`src/verilog/alu_pkg.sv`:
```
package alu_pkg;

    localparam int XLEN    = 32;
    localparam int SHAMT_W = 5;  // Low bits of operand b used by shifts

    // Operation codes, 10 to 15 unused
    typedef enum logic [3:0] {
        OP_ADD = 4'd0,
        OP_SUB = 4'd1,
        OP_AND = 4'd2,
        OP_OR  = 4'd3,
        OP_XOR = 4'd4,
        OP_SLL = 4'd5,
        OP_SRL = 4'd6,
        OP_SRA = 4'd7,
        OP_SLT = 4'd8,  // Signed compare
        OP_MUL = 4'd9   // Low half of product
    } exec_op_e;

endpackage
```
`src/verilog/mul_pkg.sv`:
```
package mul_pkg;

    localparam int PP_ROWS = 16;  // Radix-4 Booth rows for 32 bits
    localparam int S1_ROWS = 8;   // Rows held after stage 1
    localparam int S2_ROWS = 4;   // Rows held after stage 2

    // Only the low product bits are kept, so rows stay XLEN wide
    typedef logic [alu_pkg::XLEN-1:0] row_t;

    typedef row_t [PP_ROWS-1:0] pp_rows_t;
    typedef row_t [S1_ROWS-1:0] s1_rows_t;
    typedef row_t [S2_ROWS-1:0] s2_rows_t;

    typedef struct packed {
        alu_pkg::exec_op_e          op;
        logic [alu_pkg::XLEN-1:0]   alu_res;
        s1_rows_t                   rows;
    } s1_payload_t;

    typedef struct packed {
        alu_pkg::exec_op_e          op;
        logic [alu_pkg::XLEN-1:0]   alu_res;
        s2_rows_t                   rows;
    } s2_payload_t;

    typedef struct packed {
        logic [alu_pkg::XLEN-1:0]   result;
    } out_payload_t;

endpackage

```
`src/verilog/exec_unit.sv`:
```
`timescale 1ns/1ns

module exec_unit (
    input  logic                       clk,
    input  logic                       RST_n,
    input  logic                       in_valid,
    output logic                       in_ready,
    input  alu_pkg::exec_op_e          in_op,
    input  logic [alu_pkg::XLEN-1:0]   in_a,
    input  logic [alu_pkg::XLEN-1:0]   in_b,
    output logic                       out_valid,
    input  logic                       out_ready,
    output logic [alu_pkg::XLEN-1:0]   out_result
);

    logic stall;

    // Stage 1 signals
    logic [alu_pkg::XLEN-1:0] alu_res;
    mul_pkg::pp_rows_t        pp_rows;
    mul_pkg::row_t [10:0]     l1_rows;   // 16 -> 11
    mul_pkg::s1_rows_t        l2_rows;   // 11 -> 8
    mul_pkg::s1_payload_t     s1_d;
    mul_pkg::s1_payload_t     s1_q;
    logic                     s1_valid;

    // Stage 2 signals
    mul_pkg::row_t [5:0]      l3_rows;   // 8 -> 6
    mul_pkg::s2_rows_t        l4_rows;   // 6 -> 4
    mul_pkg::s2_payload_t     s2_d;
    mul_pkg::s2_payload_t     s2_q;
    logic                     s2_valid;

    // Last stage signals
    mul_pkg::row_t [2:0]      l5_rows;   // 4 -> 3
    mul_pkg::row_t [1:0]      l6_rows;   // 3 -> 2
    logic [alu_pkg::XLEN-1:0] product;
    mul_pkg::out_payload_t    out_d;
    mul_pkg::out_payload_t    out_q;

    // Whole pipe freezes while the output is blocked
    assign stall    = out_valid && !out_ready;
    assign in_ready = !stall;

    alu i_alu (.op(in_op), .a(in_a), .b(in_b), .result(alu_res));

    booth_encoder i_booth (.a(in_a), .b(in_b), .rows(pp_rows));

    csa_layer #(.ROWS_IN(16)) i_csa_l1 (.rows_in(pp_rows), .rows_out(l1_rows));
    csa_layer #(.ROWS_IN(11)) i_csa_l2 (.rows_in(l1_rows), .rows_out(l2_rows));

    assign s1_d = '{op: in_op, alu_res: alu_res, rows: l2_rows};

    pipe_reg #(.payload_t(mul_pkg::s1_payload_t)) i_s1_reg (
        .clk     (clk),
        .RST_n   (RST_n),
        .stall   (stall),
        .d_valid (in_valid),
        .d       (s1_d),
        .q_valid (s1_valid),
        .q       (s1_q)
    );

    csa_layer #(.ROWS_IN(8)) i_csa_l3 (.rows_in(s1_q.rows), .rows_out(l3_rows));
    csa_layer #(.ROWS_IN(6)) i_csa_l4 (.rows_in(l3_rows), .rows_out(l4_rows));

    assign s2_d = '{op: s1_q.op, alu_res: s1_q.alu_res, rows: l4_rows};

    pipe_reg #(.payload_t(mul_pkg::s2_payload_t)) i_s2_reg (
        .clk     (clk),
        .RST_n   (RST_n),
        .stall   (stall),
        .d_valid (s1_valid),
        .d       (s2_d),
        .q_valid (s2_valid),
        .q       (s2_q)
    );

    csa_layer #(.ROWS_IN(4)) i_csa_l5 (.rows_in(s2_q.rows), .rows_out(l5_rows));
    csa_layer #(.ROWS_IN(3)) i_csa_l6 (.rows_in(l5_rows), .rows_out(l6_rows));

    assign product = l6_rows[0] + l6_rows[1];  // Carry-propagate add, low half only

    assign out_d.result = (s2_q.op == alu_pkg::OP_MUL) ? product : s2_q.alu_res;

    pipe_reg #(.payload_t(mul_pkg::out_payload_t)) i_out_reg (
        .clk     (clk),
        .RST_n   (RST_n),
        .stall   (stall),
        .d_valid (s2_valid),
        .d       (out_d),
        .q_valid (out_valid),
        .q       (out_q)
    );

    assign out_result = out_q.result;

    a_legal_op: assert property (@(posedge clk) disable iff (!RST_n)
        in_valid && in_ready |-> in_op <= alu_pkg::OP_MUL);

    // Held result must survive until the consumer takes it
    a_result_hold: assert property (@(posedge clk) disable iff (!RST_n)
        stall |=> $stable(out_result));

endmodule

```
`src/verilog/pipe_reg.sv`:
```
`timescale 1ns/1ns

module pipe_reg #(
    parameter type payload_t = logic
) (
    input  logic     clk,
    input  logic     RST_n,
    input  logic     stall,
    input  logic     d_valid,
    input  payload_t d,
    output logic     q_valid,
    output payload_t q
);

    always_ff @(posedge clk) begin
        if (!RST_n) begin
            q_valid <= 1'b0;
        end else if (!stall) begin
            q_valid <= d_valid;  // Bubbles move too
        end
    end

    always_ff @(posedge clk) begin
        if (!stall) begin
            q <= d;
        end
    end

    a_valid_known: assert property (@(posedge clk) RST_n |-> !$isunknown(q_valid));

    a_hold_valid: assert property (@(posedge clk) disable iff (!RST_n)
        stall |=> $stable(q_valid));

    a_hold_data: assert property (@(posedge clk) disable iff (!RST_n)
        stall && q_valid |=> $stable(q));

endmodule

```
`src/verilog/csa_layer.sv`:
```
`timescale 1ns/1ns

module csa_layer #(
    parameter  int ROWS_IN  = 3,
    localparam int ROWS_OUT = (ROWS_IN / 3) * 2 + ROWS_IN % 3
) (
    input  mul_pkg::row_t [ROWS_IN-1:0]   rows_in,
    output mul_pkg::row_t [ROWS_OUT-1:0]  rows_out
);

    localparam int GROUPS = ROWS_IN / 3;
    localparam int REST   = ROWS_IN % 3;

    // Full-adder columns, three rows in and two out
    for (genvar g = 0; g < GROUPS; g++) begin : g_csa
        mul_pkg::row_t x;
        mul_pkg::row_t y;
        mul_pkg::row_t z;
        mul_pkg::row_t carry;

        assign x = rows_in[3*g];
        assign y = rows_in[3*g+1];
        assign z = rows_in[3*g+2];

        assign carry = (x & y) | (x & z) | (y & z);

        assign rows_out[2*g]   = x ^ y ^ z;
        assign rows_out[2*g+1] = carry << 1;  // Top carry bit is beyond XLEN
    end

    // Rows that do not fill a group
    for (genvar r = 0; r < REST; r++) begin : g_pass
        assign rows_out[2*GROUPS+r] = rows_in[3*GROUPS+r];
    end

endmodule

```
`src/verilog/booth_encoder.sv`:
```
`timescale 1ns/1ns

module booth_encoder (
    input  logic [alu_pkg::XLEN-1:0]   a,
    input  logic [alu_pkg::XLEN-1:0]   b,
    output mul_pkg::pp_rows_t          rows
);

    // Multiplier with the implied zero below bit 0
    logic [alu_pkg::XLEN:0] b_ext;

    assign b_ext = {b, 1'b0};

    always_comb begin
        logic [2:0]    grp;
        mul_pkg::row_t pp;

        for (int i = 0; i < mul_pkg::PP_ROWS; i++) begin
            grp = b_ext[2*i +: 3];  // Overlapping triplet b[2i+1:2i-1]
            case (grp)
                3'b001, 3'b010: pp = a;
                3'b011:         pp = a << 1;
                3'b100:         pp = ~(a << 1) + 1'b1;  // -2a
                3'b101, 3'b110: pp = ~a + 1'b1;         // -a
                default:        pp = '0;
            endcase

            // Weight 4^i, bits above XLEN fall away
            rows[i] = pp << (2 * i);
        end
    end

endmodule

```
`src/verilog/alu.sv`:
```
`timescale 1ns/1ns

module alu (
    input  alu_pkg::exec_op_e          op,
    input  logic [alu_pkg::XLEN-1:0]   a,
    input  logic [alu_pkg::XLEN-1:0]   b,
    output logic [alu_pkg::XLEN-1:0]   result
);

    logic [alu_pkg::SHAMT_W-1:0] shamt;
    logic                        less;

    assign shamt = b[alu_pkg::SHAMT_W-1:0];
    assign less  = $signed(a) < $signed(b);

    always_comb begin
        case (op)
            alu_pkg::OP_ADD: result = a + b;
            alu_pkg::OP_SUB: result = a - b;
            alu_pkg::OP_AND: result = a & b;
            alu_pkg::OP_OR:  result = a | b;
            alu_pkg::OP_XOR: result = a ^ b;
            alu_pkg::OP_SLL: result = a << shamt;
            alu_pkg::OP_SRL: result = a >> shamt;
            alu_pkg::OP_SRA: result = $signed(a) >>> shamt;  // Sign fill
            alu_pkg::OP_SLT: result = {{(alu_pkg::XLEN-1){1'b0}}, less};
            default:         result = '0;  // Multiply result comes from the tree
        endcase
    end

endmodule

```
`config.mk`:
```
export PLATFORM = sky130hd
export DESIGN_NAME = exec_unit
export DESIGN_NICKNAME = d
export VERILOG_FILES = /design/src/verilog/alu_pkg.sv /design/src/verilog/mul_pkg.sv /design/src/verilog/exec_unit.sv /design/src/verilog/pipe_reg.sv /design/src/verilog/csa_layer.sv /design/src/verilog/booth_encoder.sv /design/src/verilog/alu.sv
export SDC_FILE = /design/constraint.sdc
export NUM_CORES = 2
export LEC_CHECK = 0
export ABC_AREA = 1
export BUFFER_PORTS_ARGS = -buffer_cell sky130_fd_sc_hd__clkbuf_2
export CAP_MARGIN = 20
export CORE_MARGIN = 10
export CORE_UTILIZATION = 25
export DETAILED_ROUTE_END_ITERATION = 8
export GPL_TIMING_DRIVEN = 0
export SLEW_MARGIN = 20
export SYNTH_ARGS = -nofsm -noshare
export SYNTH_HDL_FRONTEND = slang
export SYNTH_HIERARCHICAL = 1
export SYNTH_SLANG_ARGS = --single-unit
```
`constraint.sdc`:
```
create_clock -name clk -period 7.1 [get_ports clk]
set_input_delay 0.71 -clock clk [delete_from_list [all_inputs] [get_ports clk]]
set_output_delay 0.71 -clock clk [all_outputs]
set_load 0.01 [all_outputs]
```
==> results by group <==
Outcome
  – Status: finished clean

Logic synthesis
  – Synth Register Bits: 491
  – Async set-reset flop share out of synthesis: 0%
  – Sequential fraction of the synthesis area: 30.6%
  – Dominant cell type by area after synthesis: edfxtp_1
  – Post-synthesis simple-gate area fraction: 26.7%
  – Multiplexer share of the synthesized area: 0.0208%
  – Top cell type's share of synthesized area: 30.4%
  – Primary FF master, synth: edfxtp_1
  – Synthesis Warnings: 6
  – Number of synthesized flops with an enable pin: 488
  – Synth Area in Compound Gates: 6.36%
  – Adder-cell area share of the yosys netlist: 21.5%
  – Post-Synth XOR/XNOR Area: 0.759%
  – Mapped Avg Cell Area: 8.30 um^2
  – Largest family of logic cells by synthesized area: simple AND/OR/NAND/NOR gates
  – Post-Synthesis Cells: 5803
  – Synth cell types: 61
  – Synth area leaders: edfxtp_1 30%, fa_1 18%, nand2_1 13%
  – Mapped Area: 48200 um^2

Finish
  – Fin nets: 6856
  – Most common cell after layout, fill and taps aside: nand2_1
  – Share of layout cells above drive strength 1: 14.6%
  – Core Util, Final: 28.5%
  – Area grow syn2layout: 13.7%
  – Most frequent cells in the layout: 1636 x nand2_1, 644 x nand3_1, 548 x inv_1, 488 x edfxtp_1, 466 x buf_4
  – Layout Cells excl Fill: 8792
  – Post-route cell area: 54800 um^2

Global route
  – Initial antenna violation count: 15
  – Vias in the first global route: 41400
  – First-pass GRT wire length: 298000 um
  – Largest net degree at the start of global routing: 99
  – Total GRT Usage: 19.3%
  – Grt ovf: 0

Critical path
  – Crit path max-delay cell type: clkbuf_1
  – CP Capture Type: flip-flop
  – Worst Setup Start Kind: input port
  – CP Max Fanout: 11
  – Internal reg-to-reg setup slack: 3.60 ns
  – Max incr delay on CP: 0.82 ns
  – Critical-path cell list: clkbuf_2, inv_1, clkbuf_1, clkbuf_1, ha_1, inv_1, nand2_1, nand2_1, clkinv_1, clkbuf_1, a21oi_1, o21ai_0, fa_1, fa_1
  – Worst path most repeated cell: clkbuf_1
  – Reg2reg start: i_s2_reg/q[30]$_DFFE_PN_
  – CP arrival: 6.59 ns
  – Cells on worst reg2reg path: 10
  – CP startpoint: in_a[0]
  – WP data required: 7.49 ns
  – WS Path Type: in -> reg
  – Reg2reg end: i_out_reg/q[31]$_DFFE_PN_

Detailed routing
  – Drt first pass iters: 6
  – Vias: 42400
  – Post-route ant nets: 0
  – Post-DR wirelength/cell: 23.8 um
  – # DRC: 0
  – Via-to-Cell Ratio: 4.82
  – DR iter-0 viols: 4962
  – Drt total wl: 210000 um

Timing
  – Final setup violation count: 0
  – Final worst-path cycle share: 87.4%
  – F_max: 161 MHz
  – Final hold violation count: 0
  – Pins Over Slew Limit: 0
  – Max-slew headroom: 19.3%
  – Worst clock skew: 0.0244 ns
  – Worst-Margin Slew: 1.21 ns
  – Final worst slack: 0.896 ns
  – RSZ-0062 raised after global routing: no
  – Fin crit period: 6.20 ns

Placed design
  – I/O Buffers: 105
  – Post-DP Area: 52900 um^2
  – Dpl hpwl: 172000 um
  – Placed insts: 8686
  – Dpl ws: 0.436 ns
  – GP Congestion: 1.01

Clocking
  – Clock root buffer: clkbuf_16
  – Clk buf depth: 3
  – Post_cts resized: 0
  – Worst-Skew Late Latency: 0.66 ns
  – Hold buffers post-CTS: 0
  – CTS buffer count: 56
  – Setup fix buffers added after clock tree synthesis: 0
  – Clock-pin slew on the worst setup and hold paths: 0.06 ns
  – CTS HTree Levels: 2
  – CTS sink cnt: 491
  – CTS tree: built

Die
  – IO Count: 106
  – Chip width: 459 um
  – DIE AREA: 211000 um^2
  – Row cnt: 161
  – Initial Util: 25.1%
  – CORE AREA: 192000 um^2
  – Height of the die: 459 um

Min path
  – Hold_sp: RST_n
  – Hold Path Sink: i_s1_reg/q_valid$_SDFFE_PN0N_
  – Hold WC Path Type: in -> reg
  – Hold depth: 3

Power
  – Power Dens Cells: 411 nW/um^2
  – Lkg Pwr: 25.5 nW
  – Pwr Total: 0.0225 W
  – Peak VDD IR: 357 uV

Flow run
  – Max-Cap Viols: 0
[critical path: cells and delay by family]
kind / cells / cell delay [ns]
AOI/OAI and AO/OA: 2 / 0.43
adders and majority gates: 3 / 1.60
buffers and inverters: 7 / 3.52
and+or+nand+nor: 2 / 0.26
[through the flow]
step / TNS [ns] / hold WS [ns]
3_3_place_gp: -922.39 / 0.402
2_1_floorplan: 0 / 0.400
3_5_place_dp: 0 / 0.405
6_report: 0 / 0.304
5_1_grt: 0 / 0.261
4_1_cts: 0 / 0.229
[cell families after synthesis]
logic type / after synthesis
compound gates: 513
simple gates: 2931
xor+xnor: 28
mux: 1
other cells: 7
fa+ha+maj: 566
flops: 491
buf+inv: 1266
[worst max path at each step]
| stage | slack [ns] | cells past startpoint | endpoint |
|---|---|---|---|
| finish | 0.90 | 14 | i_s1_reg/q[148]$_DFFE_PN_ |
| global route | 0.94 | 14 | i_s1_reg/q[148]$_DFFE_PN_ |
| CTS | 1.15 | 14 | i_s1_reg/q[148]$_DFFE_PN_ |
| detailed placement | 0.44 | 14 | i_s1_reg/q[148]$_DFFE_PN_ |
| global placement | -3.26 | 3 | i_s1_reg/q[31]$_DFFE_PN_ |
| floorplan | 0.007 | 2 | i_s1_reg/q[0]$_DFFE_PN_ |
[power by group]
group / internal (W) / switching, W / leakage [nW] / total (W)
logic: 0.00505 / 0.00949 / 19.3 / 0.0145
clock network: 0.00161 / 0.00123 / 0.871 / 0.00284
registers: 0.00462 / 0.000480 / 5.31 / 0.00510
total: 0.0113 / 0.0112 / 25.5 / 0.0225
[registers in the layout, summed over array words and instances, names as in the netlist]
signal	count
i_out_reg/q	32
i_out_reg/q_valid	1
i_s1_reg/q	292
i_s1_reg/q_valid	1
i_s2_reg/q	164
i_s2_reg/q_valid	1
[layer usage]
metal	vias to the layer above	part of all wire, %	GRT usage [%]
li1	19200	-	-
met1	20700	44	27.0
met2	2071	42	29.4
met3	416	7.7	2.92
met4	4	5.3	8.39
met5	-	0.010	0
[cell type report]
cell class                      count  area [um^2]
Tap cell                         2526         3160
Fill cell                       20600       137000
Clock inverter                     39          384
Inverter                          584         2210
Timing Repair Buffer              110          663
Buffer                            682         4570
Clock buffer                       64         1430
Antenna cell                        3         7.51
Multi-Input combinational cell   4293        27600
Sequential cell                   491        14700
[synthesized netlist by cell type, drive strengths merged, types with 90 or more instances]
cell type	instances
ha	129
o22ai	128
o21ai	151
edfxtp	488
nand3	652
fa	437
clkbuf	90
nand2	1674
nand4	112
inv	568
a21oi	141
buf	592
nor2	346
Power figures use the tool's default switching activity.
